<file path="config.mk">
export PLATFORM = sky130hd
export DESIGN_NAME = ppu_sprite_unit
export DESIGN_NICKNAME = d
export VERILOG_FILES = /design/src/verilog/ppu_oam_pkg.sv /design/src/verilog/ppu_line_pkg.sv /design/src/verilog/ppu_sprite_unit.sv /design/src/verilog/sprite_match_select.sv /design/src/verilog/sprite_x_store.sv /design/src/verilog/oam_line_scanner.sv
export VERILOG_INCLUDE_DIRS = /design/src /design/src/include
export SDC_FILE = /design/constraint.sdc
export NUM_CORES = 1
export LEC_CHECK = 0
export ABC_CLOCK_PERIOD_IN_PS = 4850
export BUFFER_PORTS_ARGS = -buffer_cell sky130_fd_sc_hd__buf_2
export CAP_MARGIN = 20
export CORE_ASPECT_RATIO = 0.8
export CORE_MARGIN = 10
export CORE_UTILIZATION = 30
export DETAILED_ROUTE_END_ITERATION = 6
export GPL_ROUTABILITY_DRIVEN = 1
export GPL_TIMING_DRIVEN = 0
export HOLD_SLACK_MARGIN = 0.12
export PLACE_DENSITY_LB_ADDON = 0.3
export SLEW_MARGIN = 20
export SYNTH_ARGS = -nofsm -noshare
export SYNTH_HDL_FRONTEND = slang
export SYNTH_SLANG_ARGS = --single-unit
</file>
<file path="constraint.sdc">
create_clock -name clk -period 4.85 [get_ports clk]
set_clock_uncertainty 0.1 [all_clocks]
set_input_delay 0.97 -clock clk [delete_from_list [all_inputs] [get_ports clk]]
set_output_delay 0.97 -clock clk [all_outputs]
set_load 0.1 [all_outputs]
</file>
<file path="src/include/ppu_sprite_cfg.svh">
`ifndef PPU_SPRITE_CFG_SVH
`define PPU_SPRITE_CFG_SVH

// sprites kept per line.
`define SPRITE_SLOTS 10

// entries in object attribute memory.
`define OAM_ENTRIES 40

// sprite heights in lines.
`define SPRITE_H_SHORT 8
`define SPRITE_H_TALL 16

`endif
</file>
<file path="src/verilog/ppu_oam_pkg.sv">
`include "ppu_sprite_cfg.svh"

package ppu_oam_pkg;

	// entry number, also the OAM priority order.
	typedef logic [$clog2(`OAM_ENTRIES)-1:0] oam_idx_t;

	// attribute byte as stored in OAM.
	typedef struct packed {
		logic       bg_prio;  // behind background colors 1-3.
		logic       y_flip;
		logic       x_flip;
		logic       dmg_pal;
		logic       vram_bank;
		logic [2:0] cgb_pal;
	} oam_attr_t;

	// one entry as read out of OAM during the scan.
	typedef struct packed {
		logic [7:0] y;    // screen line plus 16.
		logic [7:0] x;    // screen column plus 8.
		logic [7:0] tile;
		oam_attr_t  attr;
		oam_idx_t   idx;
	} oam_entry_t;

endpackage

</file>
<file path="src/verilog/ppu_line_pkg.sv">
`include "ppu_sprite_cfg.svh"

package ppu_line_pkg;
	import ppu_oam_pkg::*;

	// slot number, wide enough to count a full line.
	typedef logic [$clog2(`SPRITE_SLOTS+1)-1:0] slot_idx_t;

	typedef logic [`SPRITE_SLOTS-1:0] slot_vec_t;

	// what a slot keeps for pixel transfer.
	// y is dropped once the range test has passed.
	typedef struct packed {
		logic [7:0] x;
		logic [7:0] tile;
		oam_attr_t  attr;
		oam_idx_t   idx;
	} sprite_slot_t;

	// record handed to the sprite fetcher on a match.
	typedef struct packed {
		sprite_slot_t spr;
		slot_idx_t    slot;
	} sprite_hit_t;

endpackage

</file>
<file path="src/verilog/ppu_sprite_unit.sv">
`timescale 1ns/1ns
`include "ppu_sprite_cfg.svh"

module ppu_sprite_unit import ppu_oam_pkg::*, ppu_line_pkg::*; (
	input  logic        clk,
	input  logic        rst_n,
	input  logic        line_start,
	input  logic [7:0]  line_y,
	input  logic        tall,
	input  logic        px_active,
	input  logic        oam_valid,
	output logic        oam_ready,
	input  oam_entry_t  oam,
	input  logic        px_valid,
	output logic        px_ready,
	input  logic [7:0]  px_x,
	output logic        hit_valid,
	input  logic        hit_ready,
	output sprite_hit_t hit
);

	logic                              slot_we;
	slot_idx_t                         slot_wsel;
	sprite_slot_t                      slot_wdata;
	logic                              retire;
	slot_idx_t                         retire_sel;
	slot_vec_t                         slot_match;
	sprite_slot_t [`SPRITE_SLOTS-1:0] slots;

	// oam scan side.
	oam_line_scanner i_scanner (
		.clk        (clk),
		.rst_n      (rst_n),
		.line_start (line_start),
		.line_y     (line_y),
		.tall       (tall),
		.px_active  (px_active),
		.oam_valid  (oam_valid),
		.oam_ready  (oam_ready),
		.oam        (oam),
		.slot_we    (slot_we),
		.slot_wsel  (slot_wsel),
		.slot_wdata (slot_wdata)
	);

	sprite_x_store i_store (
		.clk        (clk),
		.rst_n      (rst_n),
		.line_start (line_start),
		.slot_we    (slot_we),
		.slot_wsel  (slot_wsel),
		.slot_wdata (slot_wdata),
		.retire     (retire),
		.retire_sel (retire_sel),
		.px_x       (px_x),
		.slot_match (slot_match),
		.slots      (slots)
	);

	// pixel transfer side.
	sprite_match_select i_select (
		.px_valid   (px_valid),
		.px_ready   (px_ready),
		.slot_match (slot_match),
		.slots      (slots),
		.hit_valid  (hit_valid),
		.hit_ready  (hit_ready),
		.hit        (hit),
		.retire     (retire),
		.retire_sel (retire_sel)
	);

endmodule

</file>
<file path="src/verilog/sprite_match_select.sv">
`timescale 1ns/1ns
`include "ppu_sprite_cfg.svh"

module sprite_match_select import ppu_line_pkg::*; (
	input  logic                              px_valid,
	output logic                              px_ready,
	input  slot_vec_t                         slot_match,
	input  sprite_slot_t [`SPRITE_SLOTS-1:0] slots,
	output logic                              hit_valid,
	input  logic                              hit_ready,
	output sprite_hit_t                       hit,
	output logic                              retire,
	output slot_idx_t                         retire_sel
);

	logic      any_match;
	logic      found;
	slot_idx_t sel;

	// lowest slot wins, which is also lowest oam index.
	always_comb begin
		sel   = '0;
		found = 1'b0;
		for (int i = 0; i < `SPRITE_SLOTS; i++) begin
			if (slot_match[i] && !found) begin
				sel   = slot_idx_t'(i);
				found = 1'b1;
			end
		end
	end

	assign any_match = |slot_match;

	// pixel waits until every sprite at this x is out.
	assign hit_valid = px_valid & any_match;
	assign px_ready  = px_valid & ~any_match;

	assign hit.spr  = slots[sel];
	assign hit.slot = sel;

	assign retire     = hit_valid & hit_ready; // slot freed at next edge.
	assign retire_sel = sel;

endmodule

</file>
<file path="src/verilog/sprite_x_store.sv">
`timescale 1ns/1ns
`include "ppu_sprite_cfg.svh"

module sprite_x_store import ppu_line_pkg::*; (
	input  logic                              clk,
	input  logic                              rst_n,
	input  logic                              line_start,
	input  logic                              slot_we,
	input  slot_idx_t                         slot_wsel,
	input  sprite_slot_t                      slot_wdata,
	input  logic                              retire,
	input  slot_idx_t                         retire_sel,
	input  logic [7:0]                        px_x,
	output slot_vec_t                         slot_match,
	output sprite_slot_t [`SPRITE_SLOTS-1:0] slots
);

	slot_vec_t                    slot_valid;
	logic [`SPRITE_SLOTS-1:0][7:0] x_diff;

	// valid bits.
	// line_start wipes the whole line, a write beats a retire on the same slot.
	always_ff @(posedge clk or negedge rst_n) begin
		if (!rst_n) begin
			slot_valid <= '0;
		end else if (line_start) begin
			slot_valid <= '0;
		end else begin
			if (retire)
				slot_valid[retire_sel] <= 1'b0; // sprite taken by fetcher.
			if (slot_we)
				slot_valid[slot_wsel] <= 1'b1;
		end
	end

	always_ff @(posedge clk) begin
		if (slot_we)
			slots[slot_wsel] <= slot_wdata;
	end

	// per-slot x compare.
	// xor per bit, then a nor across the byte.
	always_comb begin
		for (int i = 0; i < `SPRITE_SLOTS; i++) begin
			x_diff[i]     = slots[i].x ^ px_x;
			slot_match[i] = slot_valid[i] & ~|x_diff[i];
		end
	end

endmodule

</file>
<file path="src/verilog/oam_line_scanner.sv">
`timescale 1ns/1ns
`include "ppu_sprite_cfg.svh"

module oam_line_scanner import ppu_oam_pkg::*, ppu_line_pkg::*; (
	input  logic         clk,
	input  logic         rst_n,
	input  logic         line_start,
	input  logic [7:0]   line_y,
	input  logic         tall,
	input  logic         px_active,
	input  logic         oam_valid,
	output logic         oam_ready,
	input  oam_entry_t   oam,
	output logic         slot_we,
	output slot_idx_t    slot_wsel,
	output sprite_slot_t slot_wdata
);

	logic [7:0] cur_y;
	logic       cur_tall;
	logic       scan_en;
	logic [7:0] eff_y;
	logic       eff_tall;
	logic [8:0] dy;
	logic [8:0] height;
	logic       in_range;
	logic       accept;
	slot_idx_t  alloc_cnt;
	slot_idx_t  alloc_base;
	logic       full;
	logic       take;

	// an entry seen with line_start already belongs to the new line.
	assign eff_y    = line_start ? line_y : cur_y;
	assign eff_tall = line_start ? tall : cur_tall;

	assign oam_ready = scan_en & ~px_active; // oam locked in pixel transfer.
	assign accept    = oam_valid & oam_ready;

	// line position inside the sprite.
	// sprites below the line go negative and wrap well above any height.
	assign dy       = {1'b0, eff_y} + 9'd16 - {1'b0, oam.y};
	assign height   = eff_tall ? 9'(`SPRITE_H_TALL) : 9'(`SPRITE_H_SHORT);
	assign in_range = dy < height;

	assign alloc_base = line_start ? '0 : alloc_cnt;
	assign full       = alloc_base == slot_idx_t'(`SPRITE_SLOTS);
	assign take       = accept & in_range & ~full; // extra hits are dropped.

	always_ff @(posedge clk or negedge rst_n) begin
		if (!rst_n) begin
			scan_en   <= 1'b0;
			alloc_cnt <= '0;
			slot_we   <= 1'b0;
		end else begin
			scan_en   <= 1'b1;
			alloc_cnt <= take ? alloc_base + slot_idx_t'(1) : alloc_base;
			slot_we   <= take;
		end
	end

	always_ff @(posedge clk) begin
		if (line_start) begin
			cur_y    <= line_y;
			cur_tall <= tall;
		end
		if (take) begin
			slot_wsel  <= alloc_base; // slots fill in oam order.
			slot_wdata <= '{x: oam.x, tile: oam.tile, attr: oam.attr, idx: oam.idx};
		end
	end

endmodule

</file>
==> results by group, run 1 <==
Run status
  – Status: finished, final reports clean

Power and ir drop
  – Pwr Density: about 340 mW/mm^2
  – Sequential power share: 51.2%
  – Total power: 6.57 mW
  – Logic gate share of total power: around 3.2%
  – Switch share: 20.4%
  – Psw: 1.34 mW
  – Leak pwr: 6.45 nW
  – Internal power: 5.23 mW
  – Clk pwr share: a little under half
  – Worst vdd ir: ~0.25 mV

STA
  – Final hold violations: 0
  – F_max: 208 MHz
  – Slew Limit Fails: 0
  – Final setup fails: 0
  – RSZ-0062 raised after global routing: yes
  – Slew headroom: 41.6%
  – Minimum clock period: 4.80 ns
  – Measured slew at the worst slew-check pin: 0.871 ns
  – Crit share post-route: 99.0%
  – Final worst-path setup slack: 0.0470 ns

Floorplan
  – Die Height: 223 um
  – Die X: 274 um
  – Core region area: 0.0510 mm^2
  – Row count: 74
  – Starting density of the core: 30.3%
  – Die area: 0.0610 mm^2
  – IO Pins: 99

Yosys
  – Synth top area share: around two thirds
  – Yosys warns: 0
  – Post-synth cell types: 56
  – Synth Instances: 965
  – Post-Synthesis Cell Area: approximately 0.015 mm^2
  – Synth top area cells: edfxtp_1 (65%), mux2i_1 (13%), xnor2_1 (4.2%)
  – Post-Syn Area per Cell: between 15 and 20 um^2
  – Cell taking the most area after synthesis: edfxtp_1
  – Flops & latches, synth: 359
  – Main synth FF type: edfxtp_1
  – Post-synth ARST share: 4.46%
  – Net Count, Synth: 1,043
  – Seq/Total Area, Yosys: just under 70%
  – Post-synth EDFFs: 334

Run
  – Max-cap violations: 0

GRT
  – Initial antenna violation count: 0
  – First-pass GRT wire length: 61,700 um
  – Remaining Overflow, GRT: 0
  – Largest net degree at the start of global routing: 20
  – Vias in the first global route: 9,097
  – Gr usage total: 13.6%

Drt
  – WL final: approximately 42,000 um
  – WL/cell: 22.8 um
  – Vias: 8,847
  – DRT iter0 DRCs: 676
  – DRC viols: 0
  – DR pass1 iterations: 5
  – Post-DRT Antenna Nets: 0
  – Vias/cell: 4.79

Clock tree
  – Later-pin clock latency in the skew report: 0.54 ns
  – Clock sink count: 359
  – CTS tree: yes
  – Clk root buf: clkbuf_16
  – Longest Clk Path Bufs: 3
  – Cts bufs inserted: 39
  – H-tree Lvls: 2
  – CTS clk-pin slew, worst paths: 0.06 ns

Placed design
  – GPL Wtd Cong: 0.859
  – PortBufs: 90
  – Post-place setup slack: -0.692 ns
  – DP HPWL: 29,700 um

Worst setup path
  – Worst path required time: 3.78 ns
  – Crit path max fanout: 10
  – Critical path class: input pin to output pin
  – R2R Path End: i_scanner.alloc_cnt[3]$_DFF_PN0_
  – Worst R2R Start: i_scanner.cur_y[2]$_DFF_P_
  – Worst Setup Start Kind: input pin
  – Worst reg2reg setup slack: between 1 and 1.5 ns
  – Worst Setup End Kind: output pin
  – WP data arrival: about 3.7 ns
  – Worst-case reg-to-reg path depth: 13

Cells and area
  – Utilization after layout: 37.6%
  – Commonest non-fill, non-tap cell in the layout: edfxtp_1
  – Layout area overhead: 24.2%
  – Layout cell share with drive strength beyond 1: 27.1%
  – Number of antenna repair diodes: 0
  – Nets: 1,213
  – Commonest non-fill, non-tap cells in the layout: edfxtp_1 (334), mux2i_1 (205), buf_2 (69)

Min path
  – Hold/Removal Path Class: input pin to async pin
-- final cells by class --
class / count / area, um^2
buffer: 45 / 470
clock buffer: 45 / 1020
clock inverter: 25 / 259
fill: 4744 / 31800
inverter: 22 / 85.1
multi-input combinational: 539 / 4830
sequential: 359 / 10600
tap: 684 / 856
timing repair buffer: 129 / 1040
-- layer usage --
metal | GRT usage (%) | wire (um) | vias to the layer above
met3 | 2.36 | 2400 | 42
met2 | 21.3 | 19200 | 270
met5 | 0 | 0 | -
met4 | 2.90 | 545 | 0
met1 | 19.5 | 19900 | 4489
li1 | - | - | 4046
-- state kept, by name (all words and copies together), names as in the netlist --
register              flops
i_scanner.alloc_cnt       4
i_scanner.slot_wsel       4
i_scanner.cur_tall        1
i_scanner.slot_we         1
i_scanner.slot_wdata     30
i_scanner.cur_y           8
i_scanner.scan_en         1
i_store.slot_valid       10
i_store.slots           300
-- power by group through the flow --
stage | registers, mW | logic (mW) | clock network, mW
5_1_grt | 3.37 | 0.232 | 3.19
3_3_place_gp | 3.43 | 0.198 | 0
4_1_cts | 3.37 | 0.206 | 3.06
6_report | 3.37 | 0.211 | 2.99
2_1_floorplan | 3.43 | 0.137 | 0
3_5_place_dp | 3.43 | 0.202 | 0
-- how the worst max path moves through the flow --
stage                                startpoint                                to
2_1_floorplan                        line_start  i_scanner.alloc_cnt[3]$_DFF_PN0_
3_3_place_gp   i_scanner.slot_wsel[0]$_DFFE_PP_       i_store.slots[80]$_DFFE_PP_
3_5_place_dp                            px_x[3]                           hit[30]
4_1_cts                                 px_x[0]                           hit[13]
5_1_grt                                 px_x[5]                           hit[27]
6_report                                px_x[1]                           hit[32]
-- cells by family after synthesis --
| group | share of synthesized area (%) |
|---|---|
| DFF | 68.7 |
| xor gates and xnor gates | 4.77 |
| other | 0.0243 |
| AOI/OAI and AO/OA | 4.22 |
| buffers and inverters | 2.74 |
| and+or+nand+nor | 4.17 |
| muxes | 14.0 |
| adders and majority gates | 1.30 |
-- synthesized netlist by cell type, drive strengths merged (11+ instances only) --
cell / count
nor2: 13
ha: 16
nor3: 11
nand2: 38
o21ai: 35
edfxtp: 334
xnor2: 74
dfrtp: 16
mux2i: 205
inv: 22
nand4: 17
a22oi: 23
nand3: 16
a21oi: 11
buf: 36
-- critical path, stage by stage --
cell and delay, ns:
buf_6 0.14, xor2_1 0.18, nor3_1 0.48, nand4_1 0.30
nand2_1 0.20, a21oi_2 0.07, clkbuf_4 0.19, buf_8 0.16
buf_8 0.17, mux2i_1 0.18, nand2_1 0.07, a32oi_1 0.27
o21ai_2 0.11, buf_6 0.21
-- metrics by stage --
| stage | std cells | cell area (um^2) | hold slack (ns) | TNS, ns |
|---|---|---|---|---|
| finish | 1848 | 19200 | 0.250 | 0 |
| global route | 1848 | 19200 | 0.275 | -0.0868 |
| CTS | 1847 | 18900 | 0.250 | 0 |
| detailed placement | 1777 | 17300 | 0.365 | -14.60 |
| global placement | 1739 | 16900 | 0.354 | -381.13 |
| floorplan | 965 | 15600 | 0.330 | -0.0116 |
-- repair_timing --
action	4_1_cts	5_1_grt
endpoints found under the setup margin	31	30
gates resized for setup	81	57
buffers inserted	0	1
pin swaps	0	4
hold buffers	0	0
Power figures use the tool's default switching activity.
==> run 2: changes to the inputs <==
--- a/config.mk
+++ b/config.mk
@@ -6,9 +6,12 @@
 export SDC_FILE = /design/constraint.sdc
 export NUM_CORES = 1
 export LEC_CHECK = 0
+export ABC_AREA = 1
 export ABC_CLOCK_PERIOD_IN_PS = 4850
 export BUFFER_PORTS_ARGS = -buffer_cell sky130_fd_sc_hd__buf_2
 export CAP_MARGIN = 20
+export CELL_PAD_IN_SITES_DETAIL_PLACEMENT = 2
+export CELL_PAD_IN_SITES_GLOBAL_PLACEMENT = 2
 export CORE_ASPECT_RATIO = 0.8
 export CORE_MARGIN = 10
 export CORE_UTILIZATION = 30
==> run 2 against run 1 <==
Compared with the run above:
- cell count grew 52%
- maximum frequency is 0.19% higher
- global-route usage up 7.6 points
- final area rose by 13%
- die area grew 11%
- setup slack improved by 0.0092 ns
- non-clock buffer count rose by 35
- sequential power about the same
- sequential cell count unchanged
- highest routed layer unchanged
==> results by group, run 2 <==
Floorplan
  – IO Pins: 99 (unchanged)
  – Starting density of the core: 30.5% (was 30.3%)
  – Die X: 289 um (was 274 um)
  – Die Height: 235 um (was 223 um)
  – Core region area: 0.0569 mm^2 (was 0.0510 mm^2)
  – Row count: 78 (was 74)
  – Die area: 0.0678 mm^2 (was 0.0610 mm^2)

GRT
  – Largest net degree at the start of global routing: 26 (was 20)
  – Vias in the first global route: 15,800 (was 9,097)
  – Initial antenna violation count: 3 (was 0)
  – First-pass GRT wire length: 106,000 um (was 61,700 um)
  – Remaining Overflow, GRT: 0 (unchanged)
  – Gr usage total: 21.3% (was 13.6%)

STA
  – Crit share post-route: 98.8% (was 99.0%)
  – RSZ-0062 raised after global routing: yes (unchanged)
  – Minimum clock period: 4.79 ns (was 4.80 ns)
  – Final worst-path setup slack: 0.0562 ns (was 0.0470 ns)
  – F_max: 209 MHz (was 208 MHz)
  – Final setup fails: 0 (unchanged)
  – Final TNS setup: 0 ns (unchanged)
  – Slew Limit Fails: 0 (unchanged)
  – Hold slack: 0.259 ns (was 0.250 ns)
  – Measured slew at the worst slew-check pin: 0.800 ns (was 0.871 ns)
  – Final hold violations: 0 (unchanged)
  – Slew headroom: 46.5% (was 41.6%)

Yosys
  – Flops & latches, synth: 359 (unchanged)
  – Post-synth EDFFs: 334 (unchanged)
  – Post-synth ARST share: 4.46% (unchanged)
  – Seq/Total Area, Yosys: 61.2% (was 68.7%)
  – Count leader, synth: nand2_1 (was edfxtp_1)
  – XOR/XNOR Fraction of Synth Area: 1.16% (was 4.77%)
  – Main synth FF type: edfxtp_1 (unchanged)
  – Post-Synth Adder-Cell Area: 1.16% (was 1.30%)
  – Mux cell area share after synthesis: 0% (was 14.0%)
  – Synth top area share: 57.9% (was 65.0%)
  – List of most frequent post-synthesis cells: nand2_1 (759), edfxtp_1 (334), nand3_1 (243) (was edfxtp_1 (334), mux2i_1 (205), xnor2_1 (74))
  – Net Count, Synth: 1,929 (was 1,043)
  – Post-Synthesis Cell Area: 0.0173 mm^2 (was 0.0154 mm^2)
  – Cell taking the most area after synthesis: edfxtp_1 (unchanged)
  – Complex-gate fraction of the synthesized area: 1.62% (was 4.22%)
  – Main combinational cell family by area after synthesis: simple AND/OR/NAND/NOR gates (was multiplexers)
  – Synth Instances: 1,851 (was 965)
  – Post-Syn Area per Cell: 9.36 um^2 (was 16.0 um^2)
  – Simple-gate area share of the yosys netlist: 28.7% (was 4.17%)
  – Yosys warns: 0 (unchanged)
  – Post-synth cell types: 43 (was 56)
  – Synth top area cells: edfxtp_1 (58%), nand2_1 (16%), nand3_1 (7.0%) (was edfxtp_1 (65%), mux2i_1 (13%), xnor2_1 (4.2%))

Drt
  – DR pass1 iterations: 5 (unchanged)
  – Post-DRT Antenna Nets: 0 (unchanged)
  – Vias/cell: 5.15 (was 4.79)
  – DRT iter0 DRCs: 1,114 (was 676)
  – DRC viols: 0 (unchanged)
  – WL final: 74,300 um (was 42,100 um)
  – Vias: 14,500 (was 8,847)
  – WL/cell: 26.5 um (was 22.8 um)

Worst setup path
  – Worst Setup Start Kind: input pin (unchanged)
  – Family with the most delay on the worst path: simple AND/OR/NAND/NOR gates (unchanged)
  – Slowest cell delay on critical path: 0.24 ns (was 0.48 ns)
  – Worst path required time: 3.78 ns (about the same)
  – WP data arrival: 3.72 ns (was 3.73 ns)
  – Critical path class: input pin to output pin (unchanged)
  – Slowest cell on the critical path: clkbuf_16 (was nor3_1)
  – Crit path max fanout: 10 (unchanged)
  – Worst Setup End Kind: output pin (unchanged)
  – CP cell instances: buf_4 -> inv_4 -> buf_6 -> nand2_1 -> nand4_1 -> nor2_1 -> nand2_1 -> nand2_2 -> nor2_4 -> nand4_1 -> buf_12 -> nand3_4 -> clkbuf_16 -> clkbuf_16 -> nand2_1 -> nand2_1 -> nand2_1 -> nand2_1 -> nand2_1 -> nand3_2 -> buf_6 (was buf_6 -> xor2_1 -> nor3_1 -> nand4_1 -> nand2_1 -> a21oi_2 -> clkbuf_4 -> buf_8 -> buf_8 -> mux2i_1 -> nand2_1 -> a32oi_1 -> o21ai_2 -> buf_6)
  – Crit-path most repeated cell: nand2_1
  – CP bufs+invs: 7 (was 5)

Power and ir drop
  – Internal power: 5.07 mW (was 5.23 mW)
  – Psw: 1.50 mW (was 1.34 mW)
  – Clk pwr share: 44.6% (was 45.6%)
  – Pwr Density: 302 mW/mm^2 (was 343 mW/mm^2)
  – Logic gate share of total power: 4.2% (was 3.2%)
  – Leak pwr: 9.11 nW (was 6.45 nW)
  – Worst vdd ir: 0.249 mV (was 0.255 mV)
  – Sequential power share: 51.2% (about the same)
  – Total power: 6.56 mW (was 6.57 mW)
  – Switch share: 22.8% (was 20.4%)

Placed design
  – PortBufs: 94 (was 90)
  – GPL Wtd Cong: 0.900 (was 0.859)
  – DP HPWL: 52,000 um (was 29,700 um)
  – Placed Area: 0.0194 mm^2 (was 0.0173 mm^2)
  – Cells after DPL: 2,721 (was 1,777)
  – Post-place setup slack: -0.900 ns (was -0.692 ns)

Clock tree
  – Later-pin clock latency in the skew report: 0.58 ns (was 0.54 ns)
  – Longest Clk Path Bufs: 3 (unchanged)
  – Clock sink count: 359 (unchanged)
  – Clk root buf: clkbuf_16 (unchanged)
  – H-tree Lvls: 2 (unchanged)
  – Cts bufs inserted: 42 (was 39)
  – CTS Hold Bufs: 0 (unchanged)
  – CTS clk-pin slew, worst paths: 0.06 ns (about the same)
  – CTS tree: yes (unchanged)

Cells and area
  – Top Registers: i_store.slots: 300 flops, i_scanner.slot_wdata: 30 flops, i_store.slot_valid: 10 flops (unchanged)
  – Layout cell share with drive strength beyond 1: 18.8% (was 27.1%)
  – Utilization after layout: 38.2% (was 37.6%)
  – Post-Layout Inst Area: 0.0217 mm^2 (was 0.0192 mm^2)
  – Finished Layout Cells: 2,806 (was 1,848)
  – Commonest non-fill, non-tap cell in the layout: nand2_1 (was edfxtp_1)
  – Commonest non-fill, non-tap cells in the layout: nand2_1 (751), edfxtp_1 (334), nand3_1 (207) (was edfxtp_1 (334), mux2i_1 (205), buf_2 (69))
  – Most flops, register: i_store.slots (unchanged)
  – Nets: 2,095 (was 1,213)
  – Max reg flops: 300 (unchanged)
  – Layout area overhead: 25.3% (was 24.2%)

Run
  – Max-cap violations: 0 (unchanged)

Min path
  – Hold/Removal Path Class: input pin to async pin (unchanged)

Run status
  – Status: finished, final reports clean (unchanged)
run 2: cell count changes after synthesis, moves of 12 or more:
cell     change
a22oi_1     -23
buf_2       +24
buf_4       +25
buf_6       -12
inv_1      +102
mux2i_1    -205
nand2_1    +721
nand3_1    +227
nor2_1      +87
o21ai_0     +18
o21ai_1     -29
xnor2_1     -62
run 2: layout make-up:
cell class | count | area [um^2]
buffer | 87 | 926
multi-input combinational | 1272 | 6130
inverter | 133 | 520
clock buffer | 59 | 1120
tap | 760 | 951
fill | 6134 | 35200
sequential | 359 | 10600
clock inverter | 13 | 82.6
timing repair buffer | 122 | 1360
antenna | 1 | 2.50
run 2: layer usage:
metal | vias to the layer above | routed length [um] | global-route usage [%]
met5 | - | 0 | 0
met1 | 7489 | 32900 | 28.4
li1 | 6465 | - | -
met4 | 0 | 2000 | 5.69
met2 | 397 | 34800 | 34.5
met3 | 109 | 4570 | 4.33
run 2: cells by family (layout without fill, tap and decap cells):
logic type | after synthesis | in the layout
buffers and inverters | 220 | 414
AO/OA/AOI/OAI | 53 | 53
flip-flops | 359 | 359
other | 1 | 2
adder cells (fa/ha/maj) | 16 | 16
XOR/XNOR | 23 | 23
AND/OR/NAND/NOR | 1179 | 1179
run 2: worst register-to-register path, cell delays in order (launching register included):
cell and delay [ns]:
dfxtp_1 0.30, nand2_1 0.06, nand2_1 0.10, ha_1 0.29, ha_1 0.35, inv_1 0.09
o31ai_1 0.42, xnor2_1 0.17, inv_1 0.06, ha_1 0.19, inv_1 0.11, nand3_1 0.08
a31oi_1 0.21, nand4_1 0.13, nor2_1 0.19, nand3_1 0.26, inv_6 0.25, buf_12 0.22
run 2: worst paths after layout:
kind	start	endpoint	slack, ns	cells after the start
worst min-delay path	rst_n	i_scanner.alloc_cnt[1]$_DFF_PN0_	0.26	1
worst min register to register	i_scanner.cur_y[6]$_DFF_P_	i_scanner.cur_y[6]$_DFF_P_	0.36	2
max in group asynchronous	rst_n	i_store.slot_valid[3]$_DFF_PN0_	4.01	1
worst max register to register	i_scanner.cur_y[3]$_DFF_P_	i_scanner.slot_wdata[7]$_DFFE_PP_	0.91	17
worst max-delay path	px_x[1]	hit[10]	0.06	21
min in group clk	i_scanner.cur_y[6]$_DFF_P_	i_scanner.cur_y[6]$_DFF_P_	0.36	2
run 2: what timing repair did:
action | CTS | global route
cloned | 0 | 3
gates resized for setup | 154 | 134
setup buffers | 3 | 6
endpoints found under the setup margin | 56 | 54
pin swaps | 1 | 11
hold endpoints to repair | 0 | 0
run 2: power by group through the flow:
stage,registers [mW],logic (mW),clock network [mW]
after global placement,3.43,0.237,0
after CTS,3.36,0.266,2.98
after floorplan,3.42,0.153,0
final,3.36,0.275,2.92
after global routing,3.36,0.305,3.10
after detailed placement,3.43,0.256,0
==> run 3: changes to the inputs <==
--- a/config.mk
+++ b/config.mk
@@ -18,9 +18,9 @@
 export DETAILED_ROUTE_END_ITERATION = 6
 export GPL_ROUTABILITY_DRIVEN = 1
 export GPL_TIMING_DRIVEN = 0
-export HOLD_SLACK_MARGIN = 0.12
 export PLACE_DENSITY_LB_ADDON = 0.3
 export SLEW_MARGIN = 20
 export SYNTH_ARGS = -nofsm -noshare
 export SYNTH_HDL_FRONTEND = slang
+export SYNTH_HIERARCHICAL = 1
 export SYNTH_SLANG_ARGS = --single-unit
==> run 3 against run 2 <==
Compared with the run above:
- synthesized cell count is 0.70% lower
- die area is 0.93% higher
- sequential share of layout area up 1.4 points
- critical endpoint is now hit[33]
- critical path type unchanged
- area after synthesis rose by 1.0%
- core utilization fell by 1.7 points
- sequential cell count did not move
- count of clock-buffer cells in the layout decreased by 2
- power up 1.4%
- final area is 2.8% lower
- first-iteration DRC count down 11%
==> results by group, run 3 <==
Run status
  – Status: finished, final reports clean (unchanged)

Yosys
  – Main combinational cell family by area after synthesis: simple AND/OR/NAND/NOR gates (unchanged)
  – Cell taking the most area after synthesis: edfxtp_1 (unchanged)
  – XOR/XNOR Fraction of Synth Area: 0.800% (was 1.16%)
  – Mux cell area share after synthesis: 0% (unchanged)
  – Post-Synthesis Cell Area: 0.0175 mm^2 (was 0.0173 mm^2)
  – Main synth FF type: edfxtp_1 (unchanged)
  – Post-Synth Adder-Cell Area: 1.14% (was 1.16%)
  – Simple-gate area share of the yosys netlist: 22.8% (was 28.7%)
  – Count leader, synth: nand2_1 (unchanged)
  – Synth top area cells: edfxtp_1 (57%), nand2_1 (9.8%), inv_1 (7.6%) (was edfxtp_1 (58%), nand2_1 (16%), nand3_1 (7.0%))
  – Net Count, Synth: 1,916 (was 1,929)
  – Synth Instances: 1,838 (was 1,851)
  – Post-synth cell types: 40 (was 43)
  – Post-synth EDFFs: 334 (unchanged)
  – Post-Syn Area per Cell: 9.52 um^2 (was 9.36 um^2)
  – Synth top area share: 57.3% (was 57.9%)
  – List of most frequent post-synthesis cells: nand2_1 (458), inv_1 (353), edfxtp_1 (334) (was nand2_1 (759), edfxtp_1 (334), nand3_1 (243))
  – Yosys warns: 6 (was 0)
  – Post-synth ARST share: 4.46% (unchanged)
  – Flops & latches, synth: 359 (unchanged)
  – Seq/Total Area, Yosys: 60.6% (was 61.2%)
  – Complex-gate fraction of the synthesized area: 3.87% (was 1.62%)

STA
  – Measured slew at the worst slew-check pin: 0.917 ns (was 0.800 ns)
  – Final TNS setup: 0 ns (unchanged)
  – Final setup fails: 0 (unchanged)
  – RSZ-0062 raised after global routing: yes (unchanged)
  – Slew headroom: 38.8% (was 46.5%)
  – Minimum clock period: 4.75 ns (was 4.79 ns)
  – F_max: 210 MHz (was 209 MHz)
  – Final worst-path setup slack: 0.0983 ns (was 0.0562 ns)
  – Final hold violations: 0 (unchanged)
  – Hold slack: 0.249 ns (was 0.259 ns)
  – Slew Limit Fails: 0 (unchanged)
  – Crit share post-route: 98.0% (was 98.8%)

Drt
  – DRC viols: 0 (unchanged)
  – WL final: 68,600 um (was 74,300 um)
  – Post-DRT Antenna Nets: 0 (unchanged)
  – DR pass1 iterations: 5 (unchanged)
  – WL/cell: 24.6 um (was 26.5 um)
  – Vias/cell: 4.99 (was 5.15)
  – Vias: 13,900 (was 14,500)
  – DRT iter0 DRCs: 986 (was 1,114)

Cells and area
  – Nets: 2,068 (was 2,095)
  – Top Registers: i_store/slots: 300 flops, i_scanner/slot_wdata: 30 flops, i_store/slot_valid: 10 flops (was i_store.slots: 300 flops, i_scanner.slot_wdata: 30 flops, i_store.slot_valid: 10 flops)
  – Max reg flops: 300 (unchanged)
  – Most flops, register: i_store/slots (was i_store.slots)
  – Commonest non-fill, non-tap cell in the layout: nand2_1 (unchanged)
  – Commonest non-fill, non-tap cells in the layout: nand2_1 (458), inv_1 (342), edfxtp_1 (334) (was nand2_1 (751), edfxtp_1 (334), nand3_1 (207))
  – Layout area overhead: 20.6% (was 25.3%)
  – Layout cell share with drive strength beyond 1: 16.6% (was 18.8%)
  – Number of antenna repair diodes: 0 (was 1)

Floorplan
  – Core region area: 0.0579 mm^2 (was 0.0569 mm^2)
  – IO Pins: 99 (unchanged)
  – Die X: 290 um (was 289 um)
  – Row count: 79 (was 78)
  – Die area: 0.0685 mm^2 (was 0.0678 mm^2)
  – Starting density of the core: 30.2% (was 30.5%)
  – Die Height: 236 um (was 235 um)

Clock tree
  – Clock sink count: 359 (unchanged)
  – Later-pin clock latency in the skew report: 0.57 ns (was 0.58 ns)
  – Clk root buf: clkbuf_16 (unchanged)
  – Longest Clk Path Bufs: 3 (unchanged)
  – H-tree Lvls: 2 (unchanged)
  – Cts bufs inserted: 42 (unchanged)
  – CTS tree: yes (unchanged)
  – CTS clk-pin slew, worst paths: 0.06 ns (about the same)

Worst setup path
  – Slowest cell delay on critical path: 0.23 ns (was 0.24 ns)
  – Worst Setup Start Kind: input pin (unchanged)
  – Worst path depth: 20 (was 21)
  – CP cell instances: buf_4 -> inv_2 -> buf_6 -> nand2_1 -> nand2_1 -> nor2_1 -> nand3_1 -> nor2_2 -> nor2_4 -> nand3_2 -> nor2_1 -> nor2_4 -> buf_6 -> buf_4 -> nand4_1 -> nand3_1 -> nand2_1 -> nand2_1 -> nand3_2 -> buf_8 (was buf_4 -> inv_4 -> buf_6 -> nand2_1 -> nand4_1 -> nor2_1 -> nand2_1 -> nand2_2 -> nor2_4 -> nand4_1 -> buf_12 -> nand3_4 -> clkbuf_16 -> clkbuf_16 -> nand2_1 -> nand2_1 -> nand2_1 -> nand2_1 -> nand2_1 -> nand3_2 -> buf_6)
  – CP bufs+invs: 6 (was 7)
  – Worst Setup End Kind: output pin (unchanged)
  – Crit-path most repeated cell: nand2_1 (unchanged)
  – WP data arrival: 3.68 ns (was 3.72 ns)
  – Worst-case reg-to-reg path depth: 16 (was 17)
  – Critical path class: input pin to output pin (unchanged)
  – Crit path max fanout: 10 (unchanged)
  – Worst path required time: 3.78 ns (about the same)
  – Slowest cell on the critical path: nor2_2 (was clkbuf_16)
  – Family with the most delay on the worst path: simple AND/OR/NAND/NOR gates (unchanged)

Placed design
  – DP HPWL: 47,800 um (was 52,000 um)
  – Post-place setup slack: -0.867 ns (was -0.900 ns)
  – PortBufs: 93 (was 94)
  – GPL Wtd Cong: 0.845 (was 0.900)

GRT
  – Initial antenna violation count: 1 (was 3)
  – Vias in the first global route: 15,000 (was 15,800)
  – First-pass GRT wire length: 100,000 um (was 106,000 um)
  – Remaining Overflow, GRT: 0 (unchanged)
  – Gr usage total: 19.4% (was 21.3%)
  – Largest net degree at the start of global routing: 37 (was 26)

Power and ir drop
  – Leak pwr: 9.34 nW (was 9.11 nW)
  – Psw: 1.50 mW (about the same)
  – Worst vdd ir: 0.260 mV (was 0.249 mV)
  – Clk pwr share: 45.6% (was 44.6%)
  – Pwr Density: 315 mW/mm^2 (was 302 mW/mm^2)
  – Sequential power share: 50.5% (was 51.2%)
  – Internal power: 5.15 mW (was 5.07 mW)
  – Logic gate share of total power: 3.9% (was 4.2%)
  – Switch share: 22.6% (was 22.8%)

Min path
  – Hold/Removal Path Class: input pin to async pin (unchanged)

Run
  – Max-cap violations: 0 (unchanged)
[run 3: final timing paths]
path,startpoint,to,slack (ns)
max in group asynchronous,rst_n,i_store/slot_valid[2]$_DFF_PN0_,4.09
min in group clk,i_scanner/cur_y[7]$_DFF_P_,i_scanner/cur_y[7]$_DFF_P_,0.36
min,rst_n,i_scanner/alloc_cnt[3]$_DFF_PN0_,0.25
max reg2reg,i_scanner/cur_y[3]$_DFF_P_,i_scanner/slot_wdata[24]$_DFFE_PP_,1.14
max,px_x[2],hit[33],0.1
min reg2reg,i_scanner/cur_y[7]$_DFF_P_,i_scanner/cur_y[7]$_DFF_P_,0.36
[run 3: kinds of logic (layout without fill, tap and decap cells)]
group | Yosys count | count (layout)
and+or+nand+nor | 876 | 876
buffers and inverters | 458 | 640
DFF | 359 | 359
AOI/OAI and AO/OA | 112 | 112
adders and majority gates | 16 | 16
xor gates and xnor gates | 16 | 16
other | 1 | 1
[run 3: layout make-up]
| class | count | area (um^2) |
|---|---|---|
| fillers | 6362 | 36800 |
| flip-flops and latches | 359 | 10600 |
| multi-input cells | 1021 | 5140 |
| inverters | 361 | 1360 |
| clock buffers | 57 | 1110 |
| repair buffers | 111 | 991 |
| well taps | 769 | 962 |
| plain buffers | 94 | 796 |
| clock inverters | 17 | 150 |
[run 3: power by group through the flow]
| stage | sequential (mW) | combinational, mW | clock (mW) |
|---|---|---|---|
| floorplan | 3.42 | 0.164 | 0 |
| global placement | 3.43 | 0.245 | 0 |
| detailed placement | 3.43 | 0.255 | 0 |
| CTS | 3.36 | 0.260 | 3.11 |
| global route | 3.36 | 0.291 | 3.22 |
| finish | 3.36 | 0.260 | 3.03 |
[run 3: worst reg2reg max path, delay by kind of cell, from the launching register on]
family	cells	cell delay, ns
adder cells (fa/ha/maj)	3	0.87
AND/OR/NAND/NOR	9	0.80
buffers and inverters	2	0.77
flip-flops	1	0.29
XOR/XNOR	1	0.26
AO/OA/AOI/OAI	1	0.06
[run 3: per-stage QoR]
stage                     utilization (%)  std cells  power [mW]  instance area (um^2)
after CTS                            35.8       2788        6.73                 20800
after global placement               32.7       2700        3.67                 18900
after global routing                 36.4       2789        6.87                 21100
after floorplan                         -       1838        3.59                 17500
after detailed placement             33.1       2710        3.68                 19200
final                                36.4       2789        6.65                 21100
[run 3: routing by layer]
metal  wire (um)  global-route usage [%]  part of all wire [%]
met2       33200                    33.3                    48
met3        3190                    2.32                   4.6
met5           0                       0                     0
met1       31200                    25.9                    46
met4        1040                    3.69                   1.5
[run 3: timing repair]
item | CTS | global route
endpoints found under the hold margin | 0 | 0
endpoints found under the setup margin | 31 | 33
setup buffers | 4 | 4
hold buffers | 0 | 0
pin swaps | 3 | 4
gates resized for setup | 124 | 105
